--- src/rtl/videoPkg.sv ---
`default_nettype none

package videoPkg;

    // Screen coordinate or object position
    typedef logic [9:0] coordT;

    typedef logic [4:0] paletteIdxT;    // Index as stored in sprite memory
    typedef logic [2:0] healthT;

    typedef struct packed {
        logic [7:0] red;
        logic [7:0] green;
        logic [7:0] blue;
    } rgbT;

    // --------------------
    // Palette
    // --------------------
    localparam int paletteSize = 20;

    // Entry 0 doubles as the transparent key
    localparam rgbT paletteTable [paletteSize] = '{
        24'hffffff, 24'h000000, 24'h323232, 24'h888888, 24'h7b100c,
        24'hff0000, 24'hc58564, 24'h4b1400, 24'hbb8044, 24'hc58f5c,
        24'hc99869, 24'hca6225, 24'hc25820, 24'hf79534, 24'hf9953b,
        24'hfb9533, 24'hfd9737, 24'hf5cea1, 24'h80be1f, 24'h93db24
    };

    localparam rgbT transparentColor = 24'hffffff;

    // --------------------
    // Background
    // --------------------
    localparam logic [7:0] skyGreen = 8'hbf;   // Blue channel fades with DrawX

    localparam logic [9:0] healthBarHeight = 10'd10;
    localparam logic [9:0] healthBarWidth = 10'd50;
    localparam logic [9:0] healthStep = 10'd10;      // Pixels per health point

    localparam rgbT healthFullColor = 24'h00ff00;
    localparam rgbT healthLostColor = 24'hff0000;

endpackage

`default_nettype wire

--- src/rtl/spritePkg.sv ---
`default_nettype none

package spritePkg;

    localparam int enemyCount = 4;

    // Characters are 41 x 61 pixels around their position
    localparam logic [9:0] spriteHalfWidth = 10'd20;
    localparam logic [9:0] spriteHalfHeight = 10'd30;

    // --------------------
    // Sheet layout
    // --------------------
    localparam logic [9:0] sheetWidth = 10'd240;
    localparam int sheetSize = 72000;       // Words in sprite memory

    typedef logic [18:0] sheetAddrT;

    // Column offset of each pose
    localparam logic [9:0] idleCol = 10'd0;
    localparam logic [9:0] moveCol = 10'd40;
    localparam logic [9:0] attackCol = 10'd160;
    localparam logic [9:0] shieldCol = 10'd200;
    localparam logic [9:0] deadCol = 10'd40;

    // Row band per character and facing
    localparam logic [9:0] playerRightRow = 10'd0;
    localparam logic [9:0] playerLeftRow = 10'd60;
    localparam logic [9:0] enemyRightRow = 10'd120;
    localparam logic [9:0] enemyLeftRow = 10'd180;
    localparam logic [9:0] otherRow = 10'd240;   // Dead player

    // Keyboard codes that make the player walk
    localparam logic [7:0] keyLeft = 8'd4;
    localparam logic [7:0] keyRight = 8'd7;

    typedef enum logic [2:0] {
        Idle,
        Move,
        Attack,
        Shield,
        Dead
    } poseT;

    typedef enum logic [1:0] {
        None,
        Player,
        Enemy
    } layerT;

endpackage

`default_nettype wire

--- src/rtl/spriteSelector.sv ---
`default_nettype none
`timescale 1ns/10ps

module spriteSelector (
    input  wire                                               Clk,
    input  wire                                               reset,
    input  wire                                               PixelValid,
    input  wire videoPkg::coordT                              DrawX,
    input  wire videoPkg::coordT                              DrawY,
    input  wire videoPkg::coordT                              PlayerX,
    input  wire videoPkg::coordT                              PlayerY,
    input  wire                                               PlayerRight,
    input  wire                                               PlayerAttack,
    input  wire                                               PlayerShield,
    input  wire                                               GameOver,
    input  wire [7:0]                                         Keycode,
    input  wire videoPkg::coordT [spritePkg::enemyCount-1:0]  EnemyX,
    input  wire videoPkg::coordT [spritePkg::enemyCount-1:0]  EnemyY,
    input  wire [spritePkg::enemyCount-1:0]                   EnemyRight,
    input  wire [spritePkg::enemyCount-1:0]                   EnemyAttack,
    input  wire [spritePkg::enemyCount-1:0]                   EnemyShield,
    input  wire [spritePkg::enemyCount-1:0]                   EnemyDead,
    output logic                                              SelValid,
    output spritePkg::layerT                                  SelLayer,
    output videoPkg::coordT                                   SheetX,
    output videoPkg::coordT                                   SheetY,
    output videoPkg::coordT                                   SelDrawX,
    output videoPkg::coordT                                   SelDrawY
);

    import videoPkg::*;
    import spritePkg::*;

    logic playerHit;
    logic playerMove;
    logic [enemyCount-1:0] enemyHit;

    layerT layerNext;
    poseT poseNext;
    logic faceRight;
    coordT objX;
    coordT objY;
    coordT poseCol;
    coordT bandRow;
    coordT localCol;
    coordT localRow;

    // Box test around a character centre
    function automatic logic covers(input coordT pixX, input coordT pixY,
                                    input coordT posX, input coordT posY);
        coordT distX;
        coordT distY;
        distX = (pixX >= posX) ? pixX - posX : posX - pixX;
        distY = (pixY >= posY) ? pixY - posY : posY - pixY;
        return (distX <= spriteHalfWidth) && (distY <= spriteHalfHeight);
    endfunction

    // --------------------
    // Hit tests
    // --------------------
    assign playerHit = covers(DrawX, DrawY, PlayerX, PlayerY);
    assign playerMove = PlayerRight ? (Keycode == keyRight) : (Keycode == keyLeft);

    always_comb
    begin
        for (int i = 0; i < enemyCount; i++)
        begin
            enemyHit[i] = covers(DrawX, DrawY, EnemyX[i], EnemyY[i]) && !EnemyDead[i];
        end
    end

    // Priority and pose
    always_comb
    begin
        layerNext = None;
        poseNext = Idle;
        faceRight = PlayerRight;
        objX = PlayerX;
        objY = PlayerY;
        if (playerHit)
        begin
            layerNext = Player;
            if (playerMove)
                poseNext = Move;
            else if (PlayerAttack)
                poseNext = Attack;
            else if (PlayerShield)
                poseNext = Shield;
            else if (GameOver)
                poseNext = Dead;
        end
        else
        begin
            // Walk downward so the lowest index ends up on top
            for (int i = enemyCount - 1; i >= 0; i--)
            begin
                if (enemyHit[i])
                begin
                    layerNext = Enemy;
                    faceRight = EnemyRight[i];
                    objX = EnemyX[i];
                    objY = EnemyY[i];
                    if (EnemyAttack[i])
                        poseNext = Attack;
                    else if (EnemyShield[i])
                        poseNext = Shield;
                    else
                        poseNext = Move;
                end
            end
        end
    end

    // --------------------
    // Sheet placement
    // --------------------
    always_comb
    begin
        case (poseNext)
            Move:    poseCol = moveCol;
            Attack:  poseCol = attackCol;
            Shield:  poseCol = shieldCol;
            Dead:    poseCol = deadCol;
            default: poseCol = idleCol;
        endcase
        if (poseNext == Dead)
            bandRow = otherRow;
        else if (layerNext == Player)
            bandRow = faceRight ? playerRightRow : playerLeftRow;
        else
            bandRow = faceRight ? enemyRightRow : enemyLeftRow;
    end

    assign localCol = DrawX - (objX - spriteHalfWidth);
    assign localRow = DrawY - (objY - spriteHalfHeight);

    always_ff @(posedge Clk)
    begin
        if (reset)
        begin
            SelValid <= 1'b0;
            SelLayer <= None;
        end
        else
        begin
            SelValid <= PixelValid;
            SelLayer <= PixelValid ? layerNext : None;
        end
    end

    always_ff @(posedge Clk)
    begin
        SheetX <= poseCol + localCol;
        SheetY <= bandRow + localRow;
        SelDrawX <= DrawX;
        SelDrawY <= DrawY;
    end

    // Enemies have no dead frame, dead ones are skipped instead
    enemyNeverDead: assert property (@(posedge Clk) disable iff (reset)
        (PixelValid && layerNext == Enemy) |-> (poseNext != Dead));

endmodule

`default_nettype wire

--- src/rtl/sheetFetch.sv ---
`default_nettype none
`timescale 1ns/10ps

module sheetFetch (
    input  wire                         Clk,
    input  wire                         reset,
    input  wire                         SelValid,
    input  wire spritePkg::layerT       SelLayer,
    input  wire videoPkg::coordT        SheetX,
    input  wire videoPkg::coordT        SheetY,
    input  wire videoPkg::coordT        SelDrawX,
    input  wire videoPkg::coordT        SelDrawY,
    output logic                        ReadEnable,
    output spritePkg::sheetAddrT        ReadAddress,
    output logic                        FetchValid,
    output spritePkg::layerT            FetchLayer,
    output videoPkg::coordT             FetchDrawX,
    output videoPkg::coordT             FetchDrawY
);

    import spritePkg::*;

    // --------------------
    // Memory request
    // --------------------
    // Row major, one word per sheet pixel
    assign ReadAddress = sheetAddrT'(SheetY) * sheetAddrT'(sheetWidth) + sheetAddrT'(SheetX);

    assign ReadEnable = SelValid && (SelLayer != None);   // Background needs no read

    // --------------------
    // Context delay
    // --------------------
    // One stage, matching the memory latency
    always_ff @(posedge Clk)
    begin
        if (reset)
        begin
            FetchValid <= 1'b0;
            FetchLayer <= None;
        end
        else
        begin
            FetchValid <= SelValid;
            FetchLayer <= SelValid ? SelLayer : None;
        end
    end

    always_ff @(posedge Clk)
    begin
        FetchDrawX <= SelDrawX;
        FetchDrawY <= SelDrawY;
    end

    addrInSheet: assert property (@(posedge Clk) disable iff (reset)
        ReadEnable |-> (int'(ReadAddress) < sheetSize));

endmodule

`default_nettype wire

--- src/rtl/pixelColorizer.sv ---
`default_nettype none
`timescale 1ns/10ps

module pixelColorizer (
    input  wire                         Clk,
    input  wire                         reset,
    input  wire                         FetchValid,
    input  wire spritePkg::layerT       FetchLayer,
    input  wire videoPkg::coordT        FetchDrawX,
    input  wire videoPkg::coordT        FetchDrawY,
    input  wire videoPkg::paletteIdxT   SpriteData,
    input  wire videoPkg::healthT       Health,
    output logic                        RgbValid,
    output logic [7:0]                  VgaR,
    output logic [7:0]                  VgaG,
    output logic [7:0]                  VgaB
);

    import videoPkg::*;
    import spritePkg::*;

    rgbT paletteColor;
    rgbT pixelColor;
    coordT healthPixels;
    logic spriteShown;
    logic inHealthBar;
    logic [7:0] skyBlue;

    // --------------------
    // Palette lookup
    // --------------------
    always_comb
    begin
        if (int'(SpriteData) < paletteSize)
            paletteColor = paletteTable[SpriteData];
        else
            paletteColor = transparentColor;   // Unused indices show through
    end

    assign spriteShown = (FetchLayer != None) && (paletteColor != transparentColor);

    // --------------------
    // Background
    // --------------------
    assign healthPixels = coordT'(Health) * healthStep;
    assign inHealthBar = (FetchDrawY <= healthBarHeight) && (FetchDrawX <= healthBarWidth);
    assign skyBlue = 8'hff - 8'(FetchDrawX >> 3);   // Darker towards the right

    always_comb
    begin
        if (spriteShown)
            pixelColor = paletteColor;
        else if (inHealthBar)
            pixelColor = (FetchDrawX <= healthPixels) ? healthFullColor : healthLostColor;
        else
            pixelColor = '{red: 8'h00, green: skyGreen, blue: skyBlue};
    end

    always_ff @(posedge Clk)
    begin
        if (reset)
            RgbValid <= 1'b0;
        else
            RgbValid <= FetchValid;
    end

    always_ff @(posedge Clk)
    begin
        VgaR <= pixelColor.red;
        VgaG <= pixelColor.green;
        VgaB <= pixelColor.blue;
    end

    noRgbAfterReset: assert property (@(posedge Clk) reset |=> !RgbValid);

endmodule

`default_nettype wire

--- src/rtl/spriteRenderer.sv ---
`default_nettype none
`timescale 1ns/10ps

module spriteRenderer (
    input  wire                                               Clk,
    input  wire                                               reset,
    input  wire                                               PixelValid,
    input  wire videoPkg::coordT                              DrawX,
    input  wire videoPkg::coordT                              DrawY,
    input  wire videoPkg::coordT                              PlayerX,
    input  wire videoPkg::coordT                              PlayerY,
    input  wire                                               PlayerRight,
    input  wire                                               PlayerAttack,
    input  wire                                               PlayerShield,
    input  wire                                               GameOver,
    input  wire [7:0]                                         Keycode,
    input  wire videoPkg::healthT                             Health,
    input  wire videoPkg::coordT [spritePkg::enemyCount-1:0]  EnemyX,
    input  wire videoPkg::coordT [spritePkg::enemyCount-1:0]  EnemyY,
    input  wire [spritePkg::enemyCount-1:0]                   EnemyRight,
    input  wire [spritePkg::enemyCount-1:0]                   EnemyAttack,
    input  wire [spritePkg::enemyCount-1:0]                   EnemyShield,
    input  wire [spritePkg::enemyCount-1:0]                   EnemyDead,
    output logic                                              ReadEnable,
    output spritePkg::sheetAddrT                              ReadAddress,
    input  wire videoPkg::paletteIdxT                         SpriteData,
    output logic                                              RgbValid,
    output logic [7:0]                                        VgaR,
    output logic [7:0]                                        VgaG,
    output logic [7:0]                                        VgaB
);

    import videoPkg::*;
    import spritePkg::*;

    // Selector to fetch
    logic selValid;
    layerT selLayer;
    coordT sheetX;
    coordT sheetY;
    coordT selDrawX;
    coordT selDrawY;

    // Fetch to colorizer
    logic fetchValid;
    layerT fetchLayer;
    coordT fetchDrawX;
    coordT fetchDrawY;

    spriteSelector i_spriteSelector (
        .Clk(Clk), .reset(reset),
        .PixelValid(PixelValid), .DrawX(DrawX), .DrawY(DrawY),
        .PlayerX(PlayerX), .PlayerY(PlayerY), .PlayerRight(PlayerRight),
        .PlayerAttack(PlayerAttack), .PlayerShield(PlayerShield),
        .GameOver(GameOver), .Keycode(Keycode),
        .EnemyX(EnemyX), .EnemyY(EnemyY), .EnemyRight(EnemyRight),
        .EnemyAttack(EnemyAttack), .EnemyShield(EnemyShield), .EnemyDead(EnemyDead),
        .SelValid(selValid), .SelLayer(selLayer), .SheetX(sheetX), .SheetY(sheetY),
        .SelDrawX(selDrawX), .SelDrawY(selDrawY)
    );

    sheetFetch i_sheetFetch (
        .Clk(Clk), .reset(reset),
        .SelValid(selValid), .SelLayer(selLayer), .SheetX(sheetX), .SheetY(sheetY),
        .SelDrawX(selDrawX), .SelDrawY(selDrawY),
        .ReadEnable(ReadEnable), .ReadAddress(ReadAddress),
        .FetchValid(fetchValid), .FetchLayer(fetchLayer),
        .FetchDrawX(fetchDrawX), .FetchDrawY(fetchDrawY)
    );

    // SpriteData lines up with the fetch stage output
    pixelColorizer i_pixelColorizer (
        .Clk(Clk), .reset(reset),
        .FetchValid(fetchValid), .FetchLayer(fetchLayer),
        .FetchDrawX(fetchDrawX), .FetchDrawY(fetchDrawY),
        .SpriteData(SpriteData), .Health(Health),
        .RgbValid(RgbValid), .VgaR(VgaR), .VgaG(VgaG), .VgaB(VgaB)
    );

endmodule

`default_nettype wire

--- config.mk ---
export PLATFORM = sky130hd
export DESIGN_NAME = spriteRenderer
export DESIGN_NICKNAME = d
export VERILOG_FILES = /design/src/rtl/videoPkg.sv /design/src/rtl/spritePkg.sv /design/src/rtl/spriteSelector.sv /design/src/rtl/sheetFetch.sv /design/src/rtl/pixelColorizer.sv /design/src/rtl/spriteRenderer.sv
export SDC_FILE = /design/constraint.sdc
export NUM_CORES = 1
export LEC_CHECK = 0
export BUFFER_PORTS_ARGS = -buffer_cell sky130_fd_sc_hd__clkbuf_2
export CORE_ASPECT_RATIO = 1.5
export CORE_UTILIZATION = 65
export DETAILED_ROUTE_END_ITERATION = 6
export GPL_TIMING_DRIVEN = 0
export PLACE_DENSITY = 0.87
export SYNTH_ARGS = -nofsm -noshare
export SYNTH_HDL_FRONTEND = slang
export SYNTH_SLANG_ARGS = --single-unit
--- constraint.sdc ---
create_clock -name Clk -period 11.25 [get_ports Clk]
set_clock_uncertainty 0.05 [all_clocks]
set_input_delay 2.8125 -clock Clk [delete_from_list [all_inputs] [get_ports Clk]]
set_output_delay 2.8125 -clock Clk [all_outputs]
set_load 0.1 [all_outputs]
Word level (Yosys, flattened, before mapping)
Memories as Yosys holds them, arrays and structs flattened.
Cells that the tools add are included.
Word-level totals
  flip-flop bits (word level): 91
  memory bits (read-only): 768
  input bits: 159
  output and inout port bits: 45
  word-level logic and storage cells: 161
  memories kept: 1
Memories
  (no name shown): words 32, bits a word 24, read ports 1, clocked after memory_dff 0, write ports 0, RTL line pixelColorizer.sv:35  | paletteColor = paletteTable[SpriteData];
Operators by class
  add/sub/neg operators: 28
  $mul: 2
  order comparisons: 25
  eq/ne operators: 8
  mux-type cells: 59
  bitwise gates (word level): 3
  reduce and logical (&&, ||, !) cells: 21
Operator list (number)
  $mux W10: 22
  $sub A10 B10 Y10: 22
  $mux W24: 6
  $ge A10 B10 Y1: 10
  $le A10 B5 Y1 const B: 10
  $mux W3: 13
  $ne A24 B24 Y1 const B: 1
  $pmux W8 S3: 1
  $sub A10 B5 Y10 const B: 2
  $add A18 B10 Y19: 1
  $mux W2: 9
  $eq A8 B3 Y1 const B: 2
  $mul A10 B4 Y14 const B: 1
  $logic_and A1 B1 Y1: 12
  $add A10 B10 Y10: 1
  $add A8 B10 Y10: 1
  $le A10 B4 Y1 const B: 1
  $le A10 B6 Y1 const B: 1
  $le A10 B7 Y1: 1
  $mux W8: 1
  $sub A8 B7 Y8 const A: 1
  $eq A3 B2 Y1 const B: 2
  $ge A6 B6 Y1 const B: 1
  $mul A3 B3 Y6 const B: 1
  11 further kinds: 23

Logic depth before layout (Yosys ltp)
Gate-level depths: netlist (run 1).
  word-level depth: 14
  gate-level depth with buffers: 31
  mapped depth without buffers: 28

Modules after synthesis
A second synthesis (run 1) with hierarchy kept.
Unflattened totals
  cells, all modules: 2009
  area, all modules: 15618.7 um2
Modules (own cells, without submodules)
  spriteSelector: instances 1, cells an instance 1565, area each 11741.3 um2, seq. area each 860.8 um2
  pixelColorizer: instances 1, cells an instance 242, area each 1944.4 um2, seq. area each 500.5 um2
  sheetFetch: instances 1, cells an instance 202, area each 1933.1 um2, seq. area each 460.4 um2

Least setup slack after synthesis (run 1)
OpenSTA, ideal clock, no wires.
  kind: input -> register
  start point: in DrawY[5]
  end point: reg i_spriteSelector.SheetY[9]
  setup time: 0.121 ns
  arrival time: 8.405 ns
  data required time: 11.079 ns
  path slack: 2.674 ns
  cell stages on the path: 27
  path buffers: 3
  cells stage by stage: inv_1 ha_1 buf_6 a21o_1 a41o_1 o21a_1 or4_1 nand3_1 o2111ai_1 or4b_1 or4_4 buf_6 clkbuf_1 o22ai_1 nor2_1 ha_1 fa_1 inv_1 ha_1 a21o_1 a21oi_1 o21bai_1 a21oi_1 o21bai_1 a21oi_1 xnor2_1 xnor2_1
On the way
  word-level cells in the longest chain between the ends: 14
  elaborated cells between the ends (all ways): 63
  classes of those cells: add/sub: 13; order compare: 10; eq/ne: 2; mux: 29; reduce/logical: 9
Ends and longest elaborated chain
  from (decl): RTL line spriteRenderer.sv:9  | input wire videoPkg::coordT DrawY,
  parallel branches: the longest is 13 deep, another holds $sub A10 B10 Y10
  $add A10 B10 Y10 *: RTL line spriteSelector.sv:154  | SheetY <= bandRow + localRow;
  to (signal assigned): RTL line spriteSelector.sv:154
  to (decl): RTL line spriteSelector.sv:26  | output videoPkg::coordT SheetY,
Every way passes the cells marked *.
A chain may end at the register's enable or synchronous reset.

Final worst setup path (run 1)
  start point: in DrawY[1]
  end point: reg i_spriteSelector.SheetY[9]
The elaborated chain is that of the path after synthesis.

==> run metrics, run 1 <==
initial antenna violation count 1; crit path time final 11.02 ns; I/O pin cnt 204; Clock Sinks 91; Max Root-Sink Buffers 2; number of global-route vias before repair 16736; Slew Limit Headroom 0.217; DR vias/cell 6.68; cell mode on critical path a21oi_1; Post-Place Worst Slack 0.253 ns; H-tree lvl count 3; Commonest cells post-synth ha_1, inv_1, a21oi_1; initial detailed-routing violation count 1488; GRT Total Usage 0.469; Synth top area share 0.209; synth unique cells 95; pin count of the biggest net entering global routing 19; post-synthesis sequential area ratio 0.117; final setup fails 0; row cnt 69; die span in y 192 µm; first-pass GRT wire length 88100 µm; ranking of synthesized cells by area ha_1, dfxtp_1, inv_1, fa_1, a21oi_1; Final nets 2719; antenna fix cells 0; Storage cell area 1820 µm²; drc violations 0; Avg Cell Area, Syn 7.63 µm²; r2r setup slk 8.46 ns; Vias 17245; Area Growth Syn to Fin 10.9%; Routed Antenna Nets 0; CTS root buf clkbuf_16; Crit path required time 11.44 ns; Hold WC Path Type reg2reg; crit-path max FO 12; total of max-cap violations 0; Yosys top cell by area ha_1; Clock transition at path regs 0.07 ns; Chip Width 129 µm; Syn Nets 2506; # fillers 1971; Post-CTS Hold Fix Bufs 0; Finished Layout Cells 2583; status finished, final reports clean; Core ar. 23700 µm²; share of cells above drive strength 1 0.131; CP arrival 11.20 ns; TritonCTS clock tree yes; Critical Path End Type flop; Num CTS Buffers 9; port bufs 202; TritonRoute pass-1 iters 7; final design utilization 0.732; CP Launch Type input pin; Mapped Cells 2046; PnR worst setup slack 0.233 ns; Multi-input gate area 12600 µm²; Synth async-reset ratio 0; starting density of the core 0.660; most frequent cell after synthesis ha_1; Gates resized, CTS repair 0; max incr delay on CP 1.03 ns; Crit-path slowest cell a2111oi_2; post-synthesis register bit count 91; Placed Cells 2567; worst-margin pin slew 1.17 ns; Max Fclk 90.8 MHz; DIE AREA 24700 µm²; worst setup path class in2reg; gpl congestion 1.12; fin crit share 0.979; RSZ-0062 raised after global routing no; Clock Latency Late Sink 0.35 ns; Setup Fix Bufs, Post-CTS 0; leading register cell type out of synthesis dfxtp_1; wire per inst 22.5 µm; hpwl dp 47200 µm; GR Overflow Total 0; EDFF count, synth 0; final hold viol count 0; final wirelength 58200 µm; post-synthesis cell area 15600 µm²; max-slew violations 0; yosys warns 0
flip-flops by register name, summed over array words and instances (netlist names):
signal and count:
i_spriteSelector.SelLayer 2, i_spriteSelector.SheetY 10, i_pixelColorizer.VgaG 8, i_sheetFetch.FetchDrawY 10, i_sheetFetch.FetchValid 1, i_pixelColorizer.RgbValid 1
i_spriteSelector.SelDrawY 10, i_spriteSelector.SheetX 10, i_pixelColorizer.VgaR 8, i_spriteSelector.SelDrawX 10, i_sheetFetch.FetchDrawX 10, i_spriteSelector.SelValid 1
i_pixelColorizer.VgaB 8, i_sheetFetch.FetchLayer 2
kinds of logic (layout without fill, tap and decap cells):
group | count (synthesis) | in the layout | share of synthesized area
compound gates | 651 | 651 | 0.284
simple gates | 568 | 568 | 0.185
buf+inv | 309 | 527 | 0.0793
fa+ha+maj | 301 | 301 | 0.260
flops | 91 | 91 | 0.117
xor+xnor | 90 | 90 | 0.0505
mux | 36 | 36 | 0.0233
worst paths after layout:
path | end | from | depth (start not counted)
hold reg to reg | i_sheetFetch.FetchDrawX[5]$_DFF_P_ | i_spriteSelector.SelDrawX[5]$_DFF_P_ | 0
setup reg to reg | i_pixelColorizer.VgaR[5]$_DFF_P_ | i_sheetFetch.FetchDrawX[2]$_DFF_P_ | 10
hold / removal | i_sheetFetch.FetchDrawX[5]$_DFF_P_ | i_spriteSelector.SelDrawX[5]$_DFF_P_ | 0
setup / recovery | i_spriteSelector.SheetY[9]$_DFF_P_ | DrawY[1] | 28
cells in the final DEF, fill, tap and decap left out, types with 10 or more instances in the layout:
cell type  instances
nand4_1           22
or2_2             13
a21o_1            38
o2111ai_1         10
or3_1             17
o21a_1            31
xor2_1            31
nor3_1            42
clkbuf_2         205
a21boi_0          13
mux2i_1           33
nand2_1          124
a221oi_1          16
o31ai_1           16
fa_1              40
o211ai_1          30
nor2_1           148
nor4_1            12
a211oi_1          36
a21oi_1          157
inv_1            226
o21bai_1          17
nand3_1           34
dfxtp_1           91
ha_1             261
a211o_1           16
buf_2             23
o221ai_1          12
clkbuf_1          43
o22ai_1           28
xnor2_1           59
o21ai_0          110
and2_1            20
nand2b_1          27
and3_1            23
nor2b_1           35
a31oi_1           24
critical path, delay by kind of cell:
family / cells / cell delay (ns)
and+or+nand+nor: 6 / 1.28
adders and majority gates: 4 / 1.75
muxes: 1 / 0.35
xor gates and xnor gates: 2 / 0.43
AOI/OAI and AO/OA: 10 / 2.93
buffers and inverters: 5 / 1.62
through the flow:
step | instance area [µm²] | TNS (ns) | hold WS, ns
2_1_floorplan | 15600 | 0 | 0.260
5_1_grt | 17300 | 0 | 0.278
3_3_place_gp | 17000 | -3.19 | 0.260
4_1_cts | 17300 | 0 | 0.274
3_5_place_dp | 17000 | 0 | 0.263
6_report | 17300 | 0 | 0.274
area by class of cell:
type	count	share of cell area
buffer	82	0.0222
clock buffer	9	0.0130
clock inverter	7	0.00390
inverter	227	0.0492
multi-input combinational	1646	0.725
sequential	91	0.105
tap	319	0.0230
timing repair buffer	202	0.0584
per-layer routing:
metal	share of wire	track usage
met1	0.33	0.474
met2	0.45	0.782
met3	0.099	0.101
met5	0.00021	0
met4	0.12	0.473
Power of run 1 is left out: the tool's default activity adds up to more than one toggle a clock period on the data nets, which glitch-free logic cannot reach.
==> inputs of run 2 (changes only) <==
CORE_UTILIZATION = 61   (was 65)
PLACE_DENSITY = 0.88   (was 0.87)
clock period = 12.15 ns   (was 11.25 ns; I/O delays follow)
==> run 2 against run 1 <==
Effect of this change:
- global-route usage shrank 3.9 points
- critical path type unchanged
- highest routed layer is now met4
- sequential share of layout area barely moved
- wire length decreased by 1.4%
- via count is 1.9% lower
- core utilization down 4.3 points
- non-clock buffer count grew 1
- first-iteration DRC count fell by 6.3%
- setup slack gained 1.2 ns
- count of clock-buffer cells in the layout unchanged
==> run metrics, run 2 (synthesis results as in run 1) <==
status finished, final reports clean (unchanged); PnR worst setup slack 1.42 ns (was 0.233 ns); worst-margin pin slew 0.938 ns (was 1.17 ns); GRT Total Usage 0.430 (was 0.469); Post-Place Worst Slack 1.20 ns (was 0.253 ns); Setup Fix Bufs, Post-CTS 0 (unchanged); Slew Limit Headroom 0.356 (was 0.217); fin crit share 0.883; leading cell type in the layout, fill and taps excluded ha_1 (unchanged); r2r setup slk 9.53 ns (was 8.46 ns); Hold WC Path Type reg2reg (unchanged); Crit path required time 12.35 ns (was 11.44 ns); WHS 0.271 ns (was 0.274 ns); Storage cell area 1820 µm² (unchanged); max-slew violations 0 (unchanged); # fillers 2134 (was 1971); Num CTS Buffers 9 (unchanged); CP arrival 10.93 ns (was 11.20 ns); H-tree lvl count 3 (unchanged); RR Endpoint i_pixelColorizer.VgaR[6]$_DFF_P_ (was i_pixelColorizer.VgaR[5]$_DFF_P_); r2r worst-path depth 10 (unchanged); DIE AREA 26300 µm² (was 24700 µm²); setup_tns 0 ns (unchanged); initial detailed-routing violation count 1394 (was 1488); TritonRoute pass-1 iters 6 (was 7); worst setup path class in2reg (unchanged); reg2reg start i_sheetFetch.FetchDrawX[2]$_DFF_P_ (unchanged); max incr delay on CP 0.62 ns (was 1.03 ns); hold path depth 0 (unchanged); Area Growth Syn to Fin 11.0% (was 10.9%); Buf/Inv on CP 7 (was 5); final hold viol count 0 (unchanged); worst hold start i_spriteSelector.SelDrawY[7]$_DFF_P_ (was i_spriteSelector.SelDrawX[5]$_DFF_P_); Gates resized, CTS repair 0 (unchanged); first-pass GRT wire length 87300 µm (was 88100 µm); CP Launch Type input pin (unchanged); delay-heaviest family, CP compound AO/OA/AOI/OAI gates (unchanged); pin count of the biggest net entering global routing 18 (was 19); cell mode on critical path a21oi_1 (unchanged); crit path time final 10.73 ns; starting density of the core 0.621 (was 0.660); Critical Path End Type flop (unchanged); number of global-route vias before repair 16297 (was 16736); Clock Sinks 91 (unchanged); RSZ-0062 raised after global routing no (unchanged); CTS root buf clkbuf_16 (unchanged); most frequent cells in the layout ha_1, inv_1, clkbuf_2 (unchanged); drc violations 0 (unchanged); Final nets 2720 (was 2719); Max Root-Sink Buffers 2 (unchanged); GR Overflow Total 0 (unchanged); Crit-path slowest cell fa_1 (was a2111oi_2); Multi-input gate area 12600 µm² (unchanged); Clock transition at path regs 0.07 ns (about the same); die span in y 198 µm (was 192 µm); I/O pin cnt 204 (unchanged); Clock Latency Late Sink 0.34 ns (was 0.35 ns); antenna fix cells 0 (unchanged); Vias 16919 (was 17245); TritonCTS clock tree yes (unchanged); gpl congestion 1.07 (was 1.12); hpwl dp 47500 µm (was 47200 µm); DR vias/cell 6.52 (was 6.68); Max Fclk 93.2 MHz; final wirelength 57400 µm (was 58200 µm); initial antenna violation count 1 (unchanged); Post-CTS Hold Fix Bufs 0 (unchanged); total of max-cap violations 0 (unchanged); crit-path max FO 12 (unchanged); critical path depth 30 (was 28); final setup fails 0 (unchanged); port bufs 202 (unchanged); Chip Width 133 µm (was 129 µm); Routed Antenna Nets 0 (unchanged); wire per inst 22.2 µm (was 22.5 µm); endpoint of the worst hold path i_sheetFetch.FetchDrawY[7]$_DFF_P_ (was i_sheetFetch.FetchDrawX[5]$_DFF_P_); Core ar. 25100 µm² (was 23700 µm²); row cnt 71 (was 69); share of cells above drive strength 1 0.132 (was 0.131)
run 2: area by class of cell:
type / count / share of cell area
flip-flops and latches: 91 / 0.105
plain buffers: 82 / 0.0222
clock buffers: 9 / 0.0130
multi-input cells: 1646 / 0.725
well taps: 328 / 0.0237
clock inverters: 7 / 0.00332
repair buffers: 203 / 0.0586
inverters: 227 / 0.0492
run 2: worst max path at each step:
| stage | to | startpoint | slack [ns] |
|---|---|---|---|
| 5_1_grt | i_spriteSelector.SheetY[9]$_DFF_P_ | DrawY[1] | 1.04 |
| 3_3_place_gp | i_spriteSelector.SheetY[9]$_DFF_P_ | DrawY[1] | -0.36 |
| 2_1_floorplan | i_spriteSelector.SheetY[9]$_DFF_P_ | DrawY[5] | 3.35 |
| 4_1_cts | i_spriteSelector.SheetY[9]$_DFF_P_ | DrawY[1] | 1.55 |
| 3_5_place_dp | i_spriteSelector.SheetY[9]$_DFF_P_ | DrawY[1] | 1.20 |
| 6_report | i_spriteSelector.SheetY[9]$_DFF_P_ | DrawY[1] | 1.42 |
run 2: metrics by stage:
step                       util  area, µm²  std cells
final                     0.689      17300       2593
after global routing      0.689      17300       2593
after CTS                 0.689      17300       2593
after detailed placement  0.678      17000       2577
after global placement    0.678      17000       2576
after floorplan               -      15600       2046
run 2: metal layers:
| metal | track usage | wire length, µm | part of all wire |
|---|---|---|---|
| met5 | 0 | 0 | 0 |
| met3 | 0.0620 | 4300 | 0.075 |
| met4 | 0.316 | 4780 | 0.083 |
| met1 | 0.456 | 20600 | 0.36 |
| met2 | 0.775 | 27700 | 0.48 |
Power of run 2 is left out for the same reason.
==> inputs of run 3 (changes only) <==
--- a/config.mk
+++ b/config.mk
@@ -11,5 +11,6 @@
 export DETAILED_ROUTE_END_ITERATION = 6
 export GPL_TIMING_DRIVEN = 0
-export PLACE_DENSITY = 0.88
+export PLACE_DENSITY = 0.84
+export SLEW_MARGIN = 20
 export SYNTH_ARGS = -nofsm -noshare
 export SYNTH_HDL_FRONTEND = slang
--- a/constraint.sdc
+++ b/constraint.sdc
@@ -3,3 +3,3 @@
 set_input_delay 3.0375 -clock Clk [delete_from_list [all_inputs] [get_ports Clk]]
 set_output_delay 3.0375 -clock Clk [all_outputs]
-set_load 0.1 [all_outputs]
+set_load 0.02 [all_outputs]
==> run 3 against run 2 <==
Effect of this change:
- the run now ends with DRC left
- core utilization up 0.070 points
- largest cell class unchanged
- setup slack better by 0.014 ns
- highest routed layer unchanged
- sequential share of layout area barely moved
- via count is 0.37% higher
- count of clock-buffer cells in the layout unchanged
- non-clock buffer count unchanged
==> run metrics, run 3 (synthesis results as in run 1) <==
TritonCTS clock tree yes (unchanged); H-tree lvl count 3 (unchanged); Finished Layout Cells 2593 (unchanged); Net Switching 1.74 mW; crit path time final 10.72 ns (was 10.73 ns); Gates resized, CTS repair 0 (unchanged); die span in y 198 µm (unchanged); hpwl dp 46800 µm (was 47500 µm); DR vias/cell 6.55 (was 6.52); initial antenna violation count 0 (was 1); Clock power frac 0.086; Crit-path slowest cell fa_1 (unchanged); fin crit share 0.882 (was 0.883); wire per inst 22.1 µm (was 22.2 µm); failing checks DRC; I/O pin cnt 204 (unchanged); initial detailed-routing violation count 1407 (was 1394); CP arrival 10.91 ns (was 10.93 ns); Multi-input gate area 12600 µm² (unchanged); drc violations 1 (was 0); final wirelength 57300 µm (was 57400 µm); Vias 16981 (was 16919); gpl congestion 1.05 (was 1.07); sequential power share 0.114; Peak VDD IR 0.495 mV; port bufs 202 (unchanged); row cnt 71 (unchanged); crit-path max FO 10 (was 12); CP Launch Type input pin (unchanged); final design utilization 0.690 (was 0.689); antenna fix cells 0 (unchanged); Num CTS Buffers 9 (unchanged); max incr delay on CP 0.55 ns (was 0.62 ns); Routed Antenna Nets 0 (unchanged); Sw Share 0.534; Max Root-Sink Buffers 2 (unchanged); Area Growth Syn to Fin 11.1% (was 11.0%); Crit path required time 12.35 ns (about the same); Setup Fix Bufs, Post-CTS 0 (unchanged); Hold WC Path Type reg2reg (unchanged); number of global-route vias before repair 16698 (was 16297); share of cells above drive strength 1 0.132 (unchanged); TritonRoute pass-1 iters 7 (was 6); GR Overflow Total 0 (unchanged); # fillers 2198 (was 2134); first-pass GRT wire length 88000 µm (was 87300 µm); leading cell type in the layout, fill and taps excluded ha_1 (unchanged); starting density of the core 0.621 (unchanged); Post-CTS Hold Fix Bufs 0 (unchanged); worst-margin pin slew 0.897 ns (was 0.938 ns); Int Power 1.52 mW; Core ar. 25100 µm² (unchanged); WHS 0.270 ns (was 0.271 ns); Final Power 3.26 mW; Chip Width 133 µm (unchanged); Placed Cells 2577 (unchanged); final setup fails 0 (unchanged); status complete, but fails checks (was finished, final reports clean); RSZ-0062 raised after global routing no (unchanged); CTS root buf clkbuf_16 (unchanged); leakage power total 8.52 nW; Clock transition at path regs 0.08 ns (was 0.07 ns); DIE AREA 26300 µm² (unchanged); Clock Sinks 91 (unchanged); Max Fclk 93.3 MHz (was 93.2 MHz); Slew Limit Headroom 0.385 (was 0.356); Final nets 2720 (unchanged); most frequent cells in the layout ha_1, inv_1, clkbuf_2 (unchanged); pin count of the biggest net entering global routing 20 (was 18); worst setup path class in2reg (unchanged); total of max-cap violations 0 (unchanged); GRT Total Usage 0.433 (was 0.430); max-slew violations 0 (unchanged); PwrDens 188 nW/µm²; Critical Path End Type flop (unchanged); Clock Latency Late Sink 0.34 ns (about the same); Storage cell area 1820 µm² (unchanged); final hold viol count 0 (unchanged); Logic pwr share 0.800
## run 3: changes by cell type in the layout (fill, tap and decap cells not counted)
| cell | previous run | this run |
|---|---|---|
| inv_6 | 3 | 2 |
| clkinvlp_4 | 2 | 1 |
| clkinv_8 | 0 | 1 |
| clkinv_2 | 1 | 0 |
| inv_8 | 1 | 3 |
## run 3: worst max-delay path, delay by kind of cell
| kind | cells | cell delay [ns] |
|---|---|---|
| xor gates and xnor gates | 3 | 0.72 |
| AOI/OAI and AO/OA | 13 | 3.11 |
| and+or+nand+nor | 3 | 0.31 |
| adders and majority gates | 4 | 1.63 |
| buffers and inverters | 7 | 2.07 |
## run 3: cell type report
type | count | share of cell area
Buffer | 82 | 0.0222
Clock buffer | 9 | 0.0130
Clock inverter | 7 | 0.00433
Inverter | 227 | 0.0491
Multi-Input combinational cell | 1646 | 0.724
Sequential cell | 91 | 0.105
Tap cell | 328 | 0.0237
Timing Repair Buffer | 203 | 0.0586
## run 3: worst paths after layout
check / slack (ns) / cells after the start / to / startpoint
worst max-delay path: 1.43 / 30 / i_spriteSelector.SheetY[9]$_DFF_P_ / DrawX[5]
worst min-delay path: 0.27 / 0 / i_sheetFetch.FetchDrawY[9]$_DFF_P_ / i_spriteSelector.SelDrawY[9]$_DFF_P_
worst max register to register: 9.38 / 10 / i_pixelColorizer.VgaR[5]$_DFF_P_ / i_sheetFetch.FetchDrawX[2]$_DFF_P_
worst min register to register: 0.27 / 0 / i_sheetFetch.FetchDrawY[9]$_DFF_P_ / i_spriteSelector.SelDrawY[9]$_DFF_P_
## run 3: power groups by stage
stage / combinational (mW) / clock, mW / sequential, mW
2_1_floorplan: 1.93 / 0 / 0.371
3_3_place_gp: 2.52 / 0 / 0.378
3_5_place_dp: 2.59 / 0 / 0.380
4_1_cts: 2.60 / 0.280 / 0.374
5_1_grt: 2.88 / 0.295 / 0.379
6_report: 2.61 / 0.279 / 0.373
## run 3: per-stage QoR
step,worst slack [ns],cell area [µm²],setup TNS (ns)
floorplan,3.35,15600,0
global placement,-0.385,17000,-0.631
detailed placement,1.32,17000,0
CTS,1.66,17300,0
global route,1.18,17300,0
finish,1.43,17300,0
## run 3: routing by layer
layer	share of wire	up-vias	global-route usage	wire, µm
met1	0.35	7900	0.455	20300
met2	0.47	919	0.747	26900
met5	0	-	0	0
met4	0.093	0	0.369	5330
li1	-	7827	-	-
met3	0.084	335	0.0829	4810
Power figures use the tool's default switching activity.
